==> config.mk <==
export PLATFORM = sky130hd
export DESIGN_NAME = cpu_timing_top
export DESIGN_NICKNAME = d
export VERILOG_FILES = /design/src/verilog/axil_pkg.sv /design/src/verilog/cpu_timing_pkg.sv /design/src/verilog/cpu_timing_top.sv /design/src/verilog/cpu_timing_regs.sv /design/src/verilog/eq_phase_gen.sv /design/src/verilog/bus_wait_gate.sv /design/src/verilog/cen_frac_gen.sv
export SDC_FILE = /design/constraint.sdc
export NUM_CORES = 1
export LEC_CHECK = 0
export BUFFER_PORTS_ARGS = -buffer_cell sky130_fd_sc_hd__buf_2
export CORE_MARGIN = 2
export CORE_UTILIZATION = 57
export DETAILED_ROUTE_END_ITERATION = 8
export GPL_ROUTABILITY_DRIVEN = 1
export PLACE_DENSITY = 0.81
export SYNTH_ARGS = -nofsm -noshare
export SYNTH_HDL_FRONTEND = slang
export SYNTH_SLANG_ARGS = --single-unit
==> constraint.sdc <==
create_clock -name clk -period 4.6 [get_ports clk]
set_input_delay 0.46 -clock clk [delete_from_list [all_inputs] [get_ports clk]]
set_output_delay 0.46 -clock clk [all_outputs]
set_load 0.01 [all_outputs]
==> src/verilog/axil_pkg.sv <==
package axil_pkg;

    typedef logic [7:0]  addr_t;
    typedef logic [31:0] data_t;
    typedef logic [3:0]  strb_t;
    typedef logic [1:0]  resp_t;

    localparam resp_t resp_okay   = 2'b00;
    localparam resp_t resp_slverr = 2'b10;

    // master to slave
    typedef struct packed {
        logic  awvalid;
        addr_t awaddr;
        logic  wvalid;
        data_t wdata;
        strb_t wstrb;
        logic  bready;
        logic  arvalid;
        addr_t araddr;
        logic  rready;
    } axil_req_t;

    // slave to master
    typedef struct packed {
        logic  awready;
        logic  wready;
        logic  bvalid;
        resp_t bresp;
        logic  arready;
        logic  rvalid;
        data_t rdata;
        resp_t rresp;
    } axil_rsp_t;

endpackage

==> src/verilog/cpu_timing_pkg.sv <==
package cpu_timing_pkg;

    // widths that carry a meaning
    typedef logic [7:0]  ratio_t;   // enable ratio numerator / denominator
    typedef logic [15:0] stat_t;    // saturating statistic
    typedef logic [3:0]  miss_t;    // missed enables, saturates at 15

    localparam int acc_w = 9;       // holds num + acc without overflow
    typedef logic [acc_w-1:0] acc_t;

    localparam miss_t miss_max = 4'd15;

    // base enable phases inside one cpu cycle
    typedef enum logic [1:0] {
        ph_e  = 2'd0,   // E rises here
        ph_eq = 2'd1,
        ph_q  = 2'd2,   // Q rises here
        ph_qe = 2'd3
    } phase_e;

    typedef struct packed {
        logic   enable;      // generator on
        logic   catchup_en;  // recover missed enables
        ratio_t num;
        ratio_t den;
    } timing_cfg_t;

    typedef struct packed {
        stat_t stall_count;
        stat_t e_count;
        miss_t misses;
    } timing_stat_t;

    // register map, byte offsets
    localparam logic [7:0] reg_ctrl   = 8'h00;  // [0] enable, [1] catchup_en
    localparam logic [7:0] reg_ratio  = 8'h04;  // [7:0] num, [15:8] den
    localparam logic [7:0] reg_stall  = 8'h08;  // write clears
    localparam logic [7:0] reg_misses = 8'h0C;  // read only
    localparam logic [7:0] reg_ecount = 8'h10;  // write clears

    localparam ratio_t num_rst = 8'd1;  // 1/1 out of reset
    localparam ratio_t den_rst = 8'd1;

endpackage
==> src/verilog/cpu_timing_top.sv <==
module cpu_timing_top (
    input  logic                clk,
    input  logic                rstn,
    input  axil_pkg::axil_req_t axil_req,
    output axil_pkg::axil_rsp_t axil_rsp,
    input  logic                bus_busy,
    input  logic                rom_cs,
    input  logic                rom_ok,
    output logic                cen_e,
    output logic                cen_q,
    output logic                cpu_cen
);

    cpu_timing_pkg::timing_cfg_t  cfg;
    cpu_timing_pkg::timing_stat_t stat;
    logic                         clr_stall;
    logic                         clr_ecount;
    logic                         base_cen;   // cpu input clock rate
    logic                         gate;

    cpu_timing_regs i_regs (
        .clk        (clk),
        .rstn       (rstn),
        .axil_req   (axil_req),
        .axil_rsp   (axil_rsp),
        .cfg        (cfg),
        .stat       (stat),
        .clr_stall  (clr_stall),
        .clr_ecount (clr_ecount)
    );

    cen_frac_gen i_cen (
        .clk      (clk),
        .rstn     (rstn),
        .cfg      (cfg),
        .base_cen (base_cen)
    );

    // bus contention and sdram rom wait
    bus_wait_gate i_gate (
        .clk         (clk),
        .rstn        (rstn),
        .base_cen    (base_cen),
        .bus_busy    (bus_busy),
        .rom_cs      (rom_cs),
        .rom_ok      (rom_ok),
        .clr_stall   (clr_stall),
        .gate        (gate),
        .stall_count (stat.stall_count)
    );

    eq_phase_gen i_eq (
        .clk        (clk),
        .rstn       (rstn),
        .base_cen   (base_cen),
        .gate       (gate),
        .catchup_en (cfg.catchup_en),
        .clr_ecount (clr_ecount),
        .cen_e      (cen_e),
        .cen_q      (cen_q),
        .cpu_cen    (cpu_cen),
        .e_count    (stat.e_count),
        .misses     (stat.misses)
    );

endmodule

==> src/verilog/cpu_timing_regs.sv <==
module cpu_timing_regs (
    input  logic                         clk,
    input  logic                         rstn,
    input  axil_pkg::axil_req_t          axil_req,
    output axil_pkg::axil_rsp_t          axil_rsp,
    output cpu_timing_pkg::timing_cfg_t  cfg,
    input  cpu_timing_pkg::timing_stat_t stat,
    output logic                         clr_stall,   // one clock pulses
    output logic                         clr_ecount
);

    typedef enum logic [1:0] {wr_idle, wr_accept, wr_exec, wr_resp} wr_state_e;
    typedef enum logic [1:0] {rd_idle, rd_accept, rd_resp} rd_state_e;

    wr_state_e               wr_state;
    rd_state_e               rd_state;
    axil_pkg::addr_t         wr_addr;       // captured at handshake
    logic [15:0]             wr_data;       // only low half is mapped
    logic [1:0]              wr_strb;
    axil_pkg::resp_t         bresp_q;
    axil_pkg::data_t         rdata_q;
    axil_pkg::resp_t         rresp_q;
    axil_pkg::data_t         rd_val;
    axil_pkg::resp_t         rd_code;
    cpu_timing_pkg::ratio_t  new_num;
    cpu_timing_pkg::ratio_t  new_den;
    logic                    ratio_ok;
    logic                    wr_hit;

    // byte merge of the ratio register
    assign new_num  = wr_strb[0] ? wr_data[7:0]  : cfg.num;
    assign new_den  = wr_strb[1] ? wr_data[15:8] : cfg.den;
    assign ratio_ok = new_den != '0 && new_num <= new_den;   // keeps one pulse per clock

    assign wr_hit = wr_addr inside {cpu_timing_pkg::reg_ctrl, cpu_timing_pkg::reg_ratio,
                                    cpu_timing_pkg::reg_stall, cpu_timing_pkg::reg_misses,
                                    cpu_timing_pkg::reg_ecount};

    // statistic clears fire in the execute cycle
    assign clr_stall  = wr_state == wr_exec && wr_addr == cpu_timing_pkg::reg_stall;
    assign clr_ecount = wr_state == wr_exec && wr_addr == cpu_timing_pkg::reg_ecount;

    // write channel, aw and w taken together
    always_ff @(posedge clk or negedge rstn) begin
        if (!rstn) begin
            wr_state       <= wr_idle;
            bresp_q        <= axil_pkg::resp_okay;
            cfg.enable     <= 1'b0;
            cfg.catchup_en <= 1'b0;
            cfg.num        <= cpu_timing_pkg::num_rst;
            cfg.den        <= cpu_timing_pkg::den_rst;
        end else begin
            case (wr_state)
                wr_idle:
                    if (axil_req.awvalid && axil_req.wvalid)
                        wr_state <= wr_accept;
                wr_accept:
                    wr_state <= wr_exec;            // handshake this cycle
                wr_exec: begin
                    wr_state <= wr_resp;
                    bresp_q  <= wr_hit ? axil_pkg::resp_okay : axil_pkg::resp_slverr;
                    if (wr_addr == cpu_timing_pkg::reg_ctrl && wr_strb[0]) begin
                        cfg.enable     <= wr_data[0];
                        cfg.catchup_en <= wr_data[1];
                    end
                    if (wr_addr == cpu_timing_pkg::reg_ratio && ratio_ok) begin
                        cfg.num <= new_num;         // bad ratio dropped, still okay
                        cfg.den <= new_den;
                    end
                end
                wr_resp:
                    if (axil_req.bready)
                        wr_state <= wr_idle;
                default:
                    wr_state <= wr_idle;
            endcase
        end
    end

    // write payload
    always_ff @(posedge clk) begin
        if (wr_state == wr_accept) begin
            wr_addr <= axil_req.awaddr;
            wr_data <= axil_req.wdata[15:0];
            wr_strb <= axil_req.wstrb[1:0];
        end
    end

    // read decode, statistics zero extended
    always_comb begin
        rd_val  = '0;
        rd_code = axil_pkg::resp_okay;
        case (axil_req.araddr)
            cpu_timing_pkg::reg_ctrl:   rd_val = {30'd0, cfg.catchup_en, cfg.enable};
            cpu_timing_pkg::reg_ratio:  rd_val = {16'd0, cfg.den, cfg.num};
            cpu_timing_pkg::reg_stall:  rd_val = {16'd0, stat.stall_count};
            cpu_timing_pkg::reg_misses: rd_val = {28'd0, stat.misses};
            cpu_timing_pkg::reg_ecount: rd_val = {16'd0, stat.e_count};
            default:                    rd_code = axil_pkg::resp_slverr;  // data stays 0
        endcase
    end

    always_ff @(posedge clk or negedge rstn) begin
        if (!rstn) begin
            rd_state <= rd_idle;
        end else begin
            case (rd_state)
                rd_idle:   if (axil_req.arvalid) rd_state <= rd_accept;
                rd_accept: rd_state <= rd_resp;
                rd_resp:   if (axil_req.rready) rd_state <= rd_idle;
                default:   rd_state <= rd_idle;
            endcase
        end
    end

    // read payload, sampled with arready
    always_ff @(posedge clk) begin
        if (rd_state == rd_accept) begin
            rdata_q <= rd_val;
            rresp_q <= rd_code;
        end
    end

    always_comb begin
        axil_rsp.awready = wr_state == wr_accept;
        axil_rsp.wready  = wr_state == wr_accept;
        axil_rsp.bvalid  = wr_state == wr_resp;
        axil_rsp.bresp   = bresp_q;
        axil_rsp.arready = rd_state == rd_accept;
        axil_rsp.rvalid  = rd_state == rd_resp;
        axil_rsp.rdata   = rdata_q;
        axil_rsp.rresp   = rresp_q;
    end

    assert property (@(posedge clk) disable iff (!rstn)
        axil_rsp.bvalid && !axil_req.bready |=> axil_rsp.bvalid)
        else $error("bvalid dropped before bready");

endmodule

==> src/verilog/eq_phase_gen.sv <==
module eq_phase_gen (
    input  logic                  clk,
    input  logic                  rstn,
    input  logic                  base_cen,
    input  logic                  gate,
    input  logic                  catchup_en,
    input  logic                  clr_ecount,
    output logic                  cen_e,
    output logic                  cen_q,
    output logic                  cpu_cen,
    output cpu_timing_pkg::stat_t e_count,
    output cpu_timing_pkg::miss_t misses
);

    cpu_timing_pkg::phase_e phase;
    cpu_timing_pkg::phase_e phase_nxt;
    logic                   eq;         // E or Q this base enable
    logic                   last_eq;    // E or Q on the previous base enable
    logic                   catchup;
    logic                   run;        // base enable with bus free

    assign run     = base_cen && gate;
    assign cen_e   = run && phase == cpu_timing_pkg::ph_e;
    assign cen_q   = run && phase == cpu_timing_pkg::ph_q;
    assign cpu_cen = cen_q;             // cpu core clocks on Q
    assign eq      = cen_e || cen_q;
    assign catchup = misses != '0;

    // step one phase, or jump to the next E/Q when owed enables
    always_comb begin
        if (catchup)
            phase_nxt = phase[1] ? cpu_timing_pkg::ph_e : cpu_timing_pkg::ph_q;
        else
            phase_nxt = cpu_timing_pkg::phase_e'(phase + 2'd1);
    end

    always_ff @(posedge clk or negedge rstn) begin
        if (!rstn) begin
            phase   <= cpu_timing_pkg::ph_e;   // first enable is E
            last_eq <= 1'b0;
            misses  <= '0;
        end else begin
            if (base_cen)
                last_eq <= eq;
            if (!catchup_en) begin
                misses <= '0;               // drop owed enables
            end else if (run && catchup) begin
                misses <= misses - 1'b1;
            end else if (base_cen && !gate && !eq && !last_eq
                         && misses != cpu_timing_pkg::miss_max) begin
                misses <= misses + 1'b1;    // whole enable slot lost
            end
            if (run)
                phase <= phase_nxt;         // frozen while gated
        end
    end

    // cen_e statistic
    always_ff @(posedge clk or negedge rstn) begin
        if (!rstn)
            e_count <= '0;
        else if (clr_ecount)
            e_count <= '0;
        else if (cen_e && e_count != '1)
            e_count <= e_count + 1'b1;
    end

    assert property (@(posedge clk) disable iff (!rstn) $onehot0({cen_e, cen_q}))
        else $error("cen_e and cen_q together");

    assert property (@(posedge clk) disable iff (!rstn)
        (cen_e || cen_q) |-> gate && base_cen)
        else $error("enable fired while gated");

    // no debt builds up with catch-up off
    assert property (@(posedge clk) disable iff (!rstn) !catchup_en |=> misses == '0)
        else $error("misses counted with catch-up off");

endmodule

==> src/verilog/bus_wait_gate.sv <==
module bus_wait_gate (
    input  logic                  clk,
    input  logic                  rstn,
    input  logic                  base_cen,
    input  logic                  bus_busy,     // shared bus taken by another master
    input  logic                  rom_cs,
    input  logic                  rom_ok,       // sdram data ready
    input  logic                  clr_stall,    // register write pulse
    output logic                  gate,         // high lets the cpu run
    output cpu_timing_pkg::stat_t stall_count
);

    logic rom_wait;
    logic stalled;      // base enable lost to a wait

    // rom access pending until sdram answers
    assign rom_wait = rom_cs && !rom_ok;
    assign gate     = !(bus_busy || rom_wait);
    assign stalled  = base_cen && !gate;

    always_ff @(posedge clk or negedge rstn) begin
        if (!rstn) begin
            stall_count <= '0;
        end else if (clr_stall) begin
            stall_count <= '0;              // clear wins over a count
        end else if (stalled && stall_count != '1) begin
            stall_count <= stall_count + 1'b1;  // saturate at max
        end
    end

    // rom wait holds the cpu and is counted one clock later
    assert property (@(posedge clk) disable iff (!rstn)
        base_cen && rom_wait && !clr_stall && stall_count != '1
        |-> !gate ##1 stall_count == $past(stall_count) + 1'b1)
        else $error("rom wait not stalled or not counted");

endmodule

==> src/verilog/cen_frac_gen.sv <==
module cen_frac_gen (
    input  logic                        clk,
    input  logic                        rstn,
    input  cpu_timing_pkg::timing_cfg_t cfg,
    output logic                        base_cen    // num pulses every den clocks
);

    cpu_timing_pkg::acc_t acc;      // fractional remainder, always below den in steady state
    cpu_timing_pkg::acc_t sum;
    cpu_timing_pkg::acc_t den_ext;
    logic                 hit;

    assign sum     = acc + cpu_timing_pkg::acc_t'(cfg.num);
    assign den_ext = cpu_timing_pkg::acc_t'(cfg.den);
    assign hit     = sum >= den_ext;    // one subtraction is enough, num <= den

    always_ff @(posedge clk or negedge rstn) begin
        if (!rstn) begin
            acc      <= '0;
            base_cen <= 1'b0;
        end else if (!cfg.enable) begin
            acc      <= '0;     // restart phase on next enable
            base_cen <= 1'b0;
        end else if (hit) begin
            acc      <= sum - den_ext;
            base_cen <= 1'b1;
        end else begin
            acc      <= sum;
            base_cen <= 1'b0;
        end
    end

    // a pulse always comes from an enabled clock before it
    assert property (@(posedge clk) disable iff (!rstn)
        $rose(base_cen) |-> $past(cfg.enable))
        else $error("base_cen rose without enable");

endmodule

==> results.md <==
* Initial antenna violation count at 0
* Final WL at ~14000 um
* Die extent in y at about 110 um
* Synth warnings at 0
* P per Cell Area at around 430 nW/um2
* H-Tree Depth at 4
* Core area at ~11000 um2
* Post-CTS setup buffer count at 0
* Width of the die at 110 um
* RSZ-0062 raised after global routing: false
* Commonest non-fill, non-tap cells in the layout: dfrtp_1 (70), buf_2 (69), nor2_1 (55)
* WL/cell at 17.4 um
* Grt total ovfl at 0
* Post-CTS Hold Fix Bufs at 0
* Sequential area share after synthesis at approximately half
* Clk_lat worst skew at between 0.5 and 0.6 ns
* Final Hold Fails at 0
* Commonest non-fill, non-tap cell in the layout: dfrtp_1
* CP Launch Point: i_regs.cfg[8]$_DFFE_PN1P_
* Terminus of the critical flop-to-flop path: i_cen.acc[5]$_DFF_PN0_
* Tightest Hold Check Type: in2async
* Startpoint types: flop
* DRC viols at 0
* Root buffer cell: clkbuf_8
* CTS tree: done
* Crit path capture: i_cen.acc[5]$_DFF_PN0_
* Post-route cell area at approximately 7300 um2
* CTS sink count at 115
* Worst slew margin at around a quarter
* Reg2reg start: i_regs.cfg[8]$_DFFE_PN1P_
* Port bufs at between 60 and 70
* Synth Register Bits at between 100 and 150
* CTS Buf Count at 17
* Req. time, crit path at about 5 ns
* CP endpoint kind: flop
* Number of synthesized flops with an enable pin at between 40 and 50
* # setup viols final at 0
* Mapped Cells at 603
* LEAKAGE at ~3.3 nW
* Dominant synthesized flop cell: dfrtp_1
* GPL Wtd Cong at slightly below 0.9
* Detailed Route Iter0 Violations at ~320
* Post-route ant nets at 0
* Die area at 12100 um2
* Starting Density at roughly three fifths
* Boundary Pins at 106
* Final max-slew violation count at 0
* Final min period at around 3.8 ns
* Post-CTS Resized at 0
* Largest net degree at the start of global routing at 40
* Async set-reset flop share out of synthesis at 62.6%
* Crit-path max FO at 11
* FP Rows at 38
* Total Neg Setup Slack at 0 ns
* First-pass iteration count of the detailed router at 6
* Mapped Avg Cell Area at 10.6 um2
* F_max at 262 MHz
* Overall Global Routing Usage at roughly a quarter
* Outcome: completed
* DP Wirelength at 10600 um
* Max cap viols at 0
* Synth unique cells at 59
* Worst Tran Pin Value at between 1 and 1.5 ns
* DP Area at 6790 um2
* Total number of vias at approximately 5000
* Final period utilization at 82.8%
* Worst r2r path cells at 15
* First-pass GRT wire length at between 20000 and 25000 um
* Drt via density at slightly below 6
* Vias in the first global route at about 4800
* Fin Clk Skew at 0.0123 ns
* Area grow syn2layout at 14.7%
* Net count, final at between 700 and 800
* Share of layout cells above drive strength 1 at ~18%
* CP Class: reg2reg
* Clock slew at reported path FFs at about 0.070 ns
* # diodes at 0
* Mapped Area at between 6000 and 7000 um2
* Arrival time at the worst endpoint at ~4.2 ns
* Worst VDD drop at 410 uV
* R2r setup slk at roughly 0.79 ns
* Clk buf depth at 2
==> how the worst min path moves through the flow <==
| stage | to | slack (ns) |
|---|---|---|
| after floorplan | i_cen.acc[0]$_DFF_PN0_ | 0.16 |
| after global placement | i_regs.rd_state[0]$_DFFE_PN0P_ | 0.43 |
| after detailed placement | i_regs.rd_state[0]$_DFFE_PN0P_ | 0.44 |
| after CTS | i_regs.cfg[13]$_DFFE_PN0P_ | 0.05 |
| after global routing | i_regs.cfg[13]$_DFFE_PN0P_ | 0.08 |
| final | i_regs.cfg[13]$_DFFE_PN0P_ | 0.04 |
==> cells in the mapped netlist, types with 15 or more instances <==
library cell	n	area, um2
a22oi_1	15	113
xnor2_1	18	158
nand2_1	34	128
o21ai_0	34	170
edfxtp_1	43	1290
ha_1	35	438
xor2_1	24	210
dfrtp_1	70	1750
nor2_1	55	206
buf_4	20	150
inv_1	32	120
mux2i_1	25	250
nand3_1	19	95.1
a21oi_1	23	115
==> logic make-up (layout without fill, tap and decap cells) <==
| logic type | after synthesis | count (layout) | share of synthesized area (%) |
|---|---|---|---|
| simple gates | 194 | 194 | 15.7 |
| flops | 115 | 115 | 48.5 |
| compound gates | 109 | 109 | 10.8 |
| buf+inv | 67 | 138 | 5.33 |
| xor+xnor | 42 | 42 | 5.76 |
| fa+ha+maj | 38 | 38 | 7.80 |
| mux | 37 | 37 | 6.04 |
| other cells | 1 | 18 | 0.0588 |
==> where the power goes <==
part,internal (mW),switching [mW]
Clock,0.666,0.489
Sequential,1.24,0.0974
Combinational,0.243,0.381
Total,2.15,0.967
==> per-layer routing <==
| metal | track usage [%] | part of all wire [%] |
|---|---|---|
| met1 | 33.6 | 42 |
| met2 | 43.1 | 49 |
| met3 | 6.40 | 6.2 |
| met4 | 10.5 | 2.6 |
| met5 | 0 | 0 |
==> state kept, by name, summed over array words and instances, names as in the netlist <==
name	cells
i_regs.rresp_q	1
i_eq.misses	4
i_regs.wr_data	16
i_regs.cfg	18
i_eq.phase	2
i_regs.wr_state	2
i_regs.rd_state	2
i_eq.e_count	16
i_gate.stall_count	16
i_regs.wr_addr	8
i_regs.wr_strb	2
i_regs.bresp_q	1
i_eq.last_eq	1
i_regs.rdata_q	16
i_cen.acc	9
i_cen.base_cen	1
==> final cells by class <==
class                           instances  area, um2
Sequential cell                       115       3100
Fill cell                             804       3570
Clock buffer                           18        418
Inverter                               32        120
Timing Repair Buffer                   74        383
Multi-Input combinational cell        438       3020
Clock inverter                         14        111
Tap cell                              140        175
==> per-stage QoR <==
step	utilization, %	power, mW	instances	hold slack (ns)	setup WS (ns)
2_1_floorplan	-	1.77	620	0.164	1.17
3_3_place_gp	62.4	1.93	799	0.431	0.863
4_1_cts	67.2	3.11	831	0.0549	0.822
3_5_place_dp	62.4	1.97	799	0.442	0.823
5_1_grt	67.2	3.27	831	0.0838	0.477
6_report	67.2	3.12	831	0.0352	0.790
==> worst max-delay path, cell delays in order, from the launching register on <==
cell and delay (ns):
dfstp_2 0.57, ha_1 0.20, inv_1 0.06, fa_1 0.39
nand2b_1 0.18, a21o_1 0.20, and2_1 0.16, xor2_1 0.18
inv_1 0.07, ha_1 0.34, and3_1 0.19, and2_1 0.16
o31ai_1 0.37, o311ai_1 0.17, buf_4 0.21, mux2_2 0.27
Note: power is estimated with default switching activity, not from simulation.
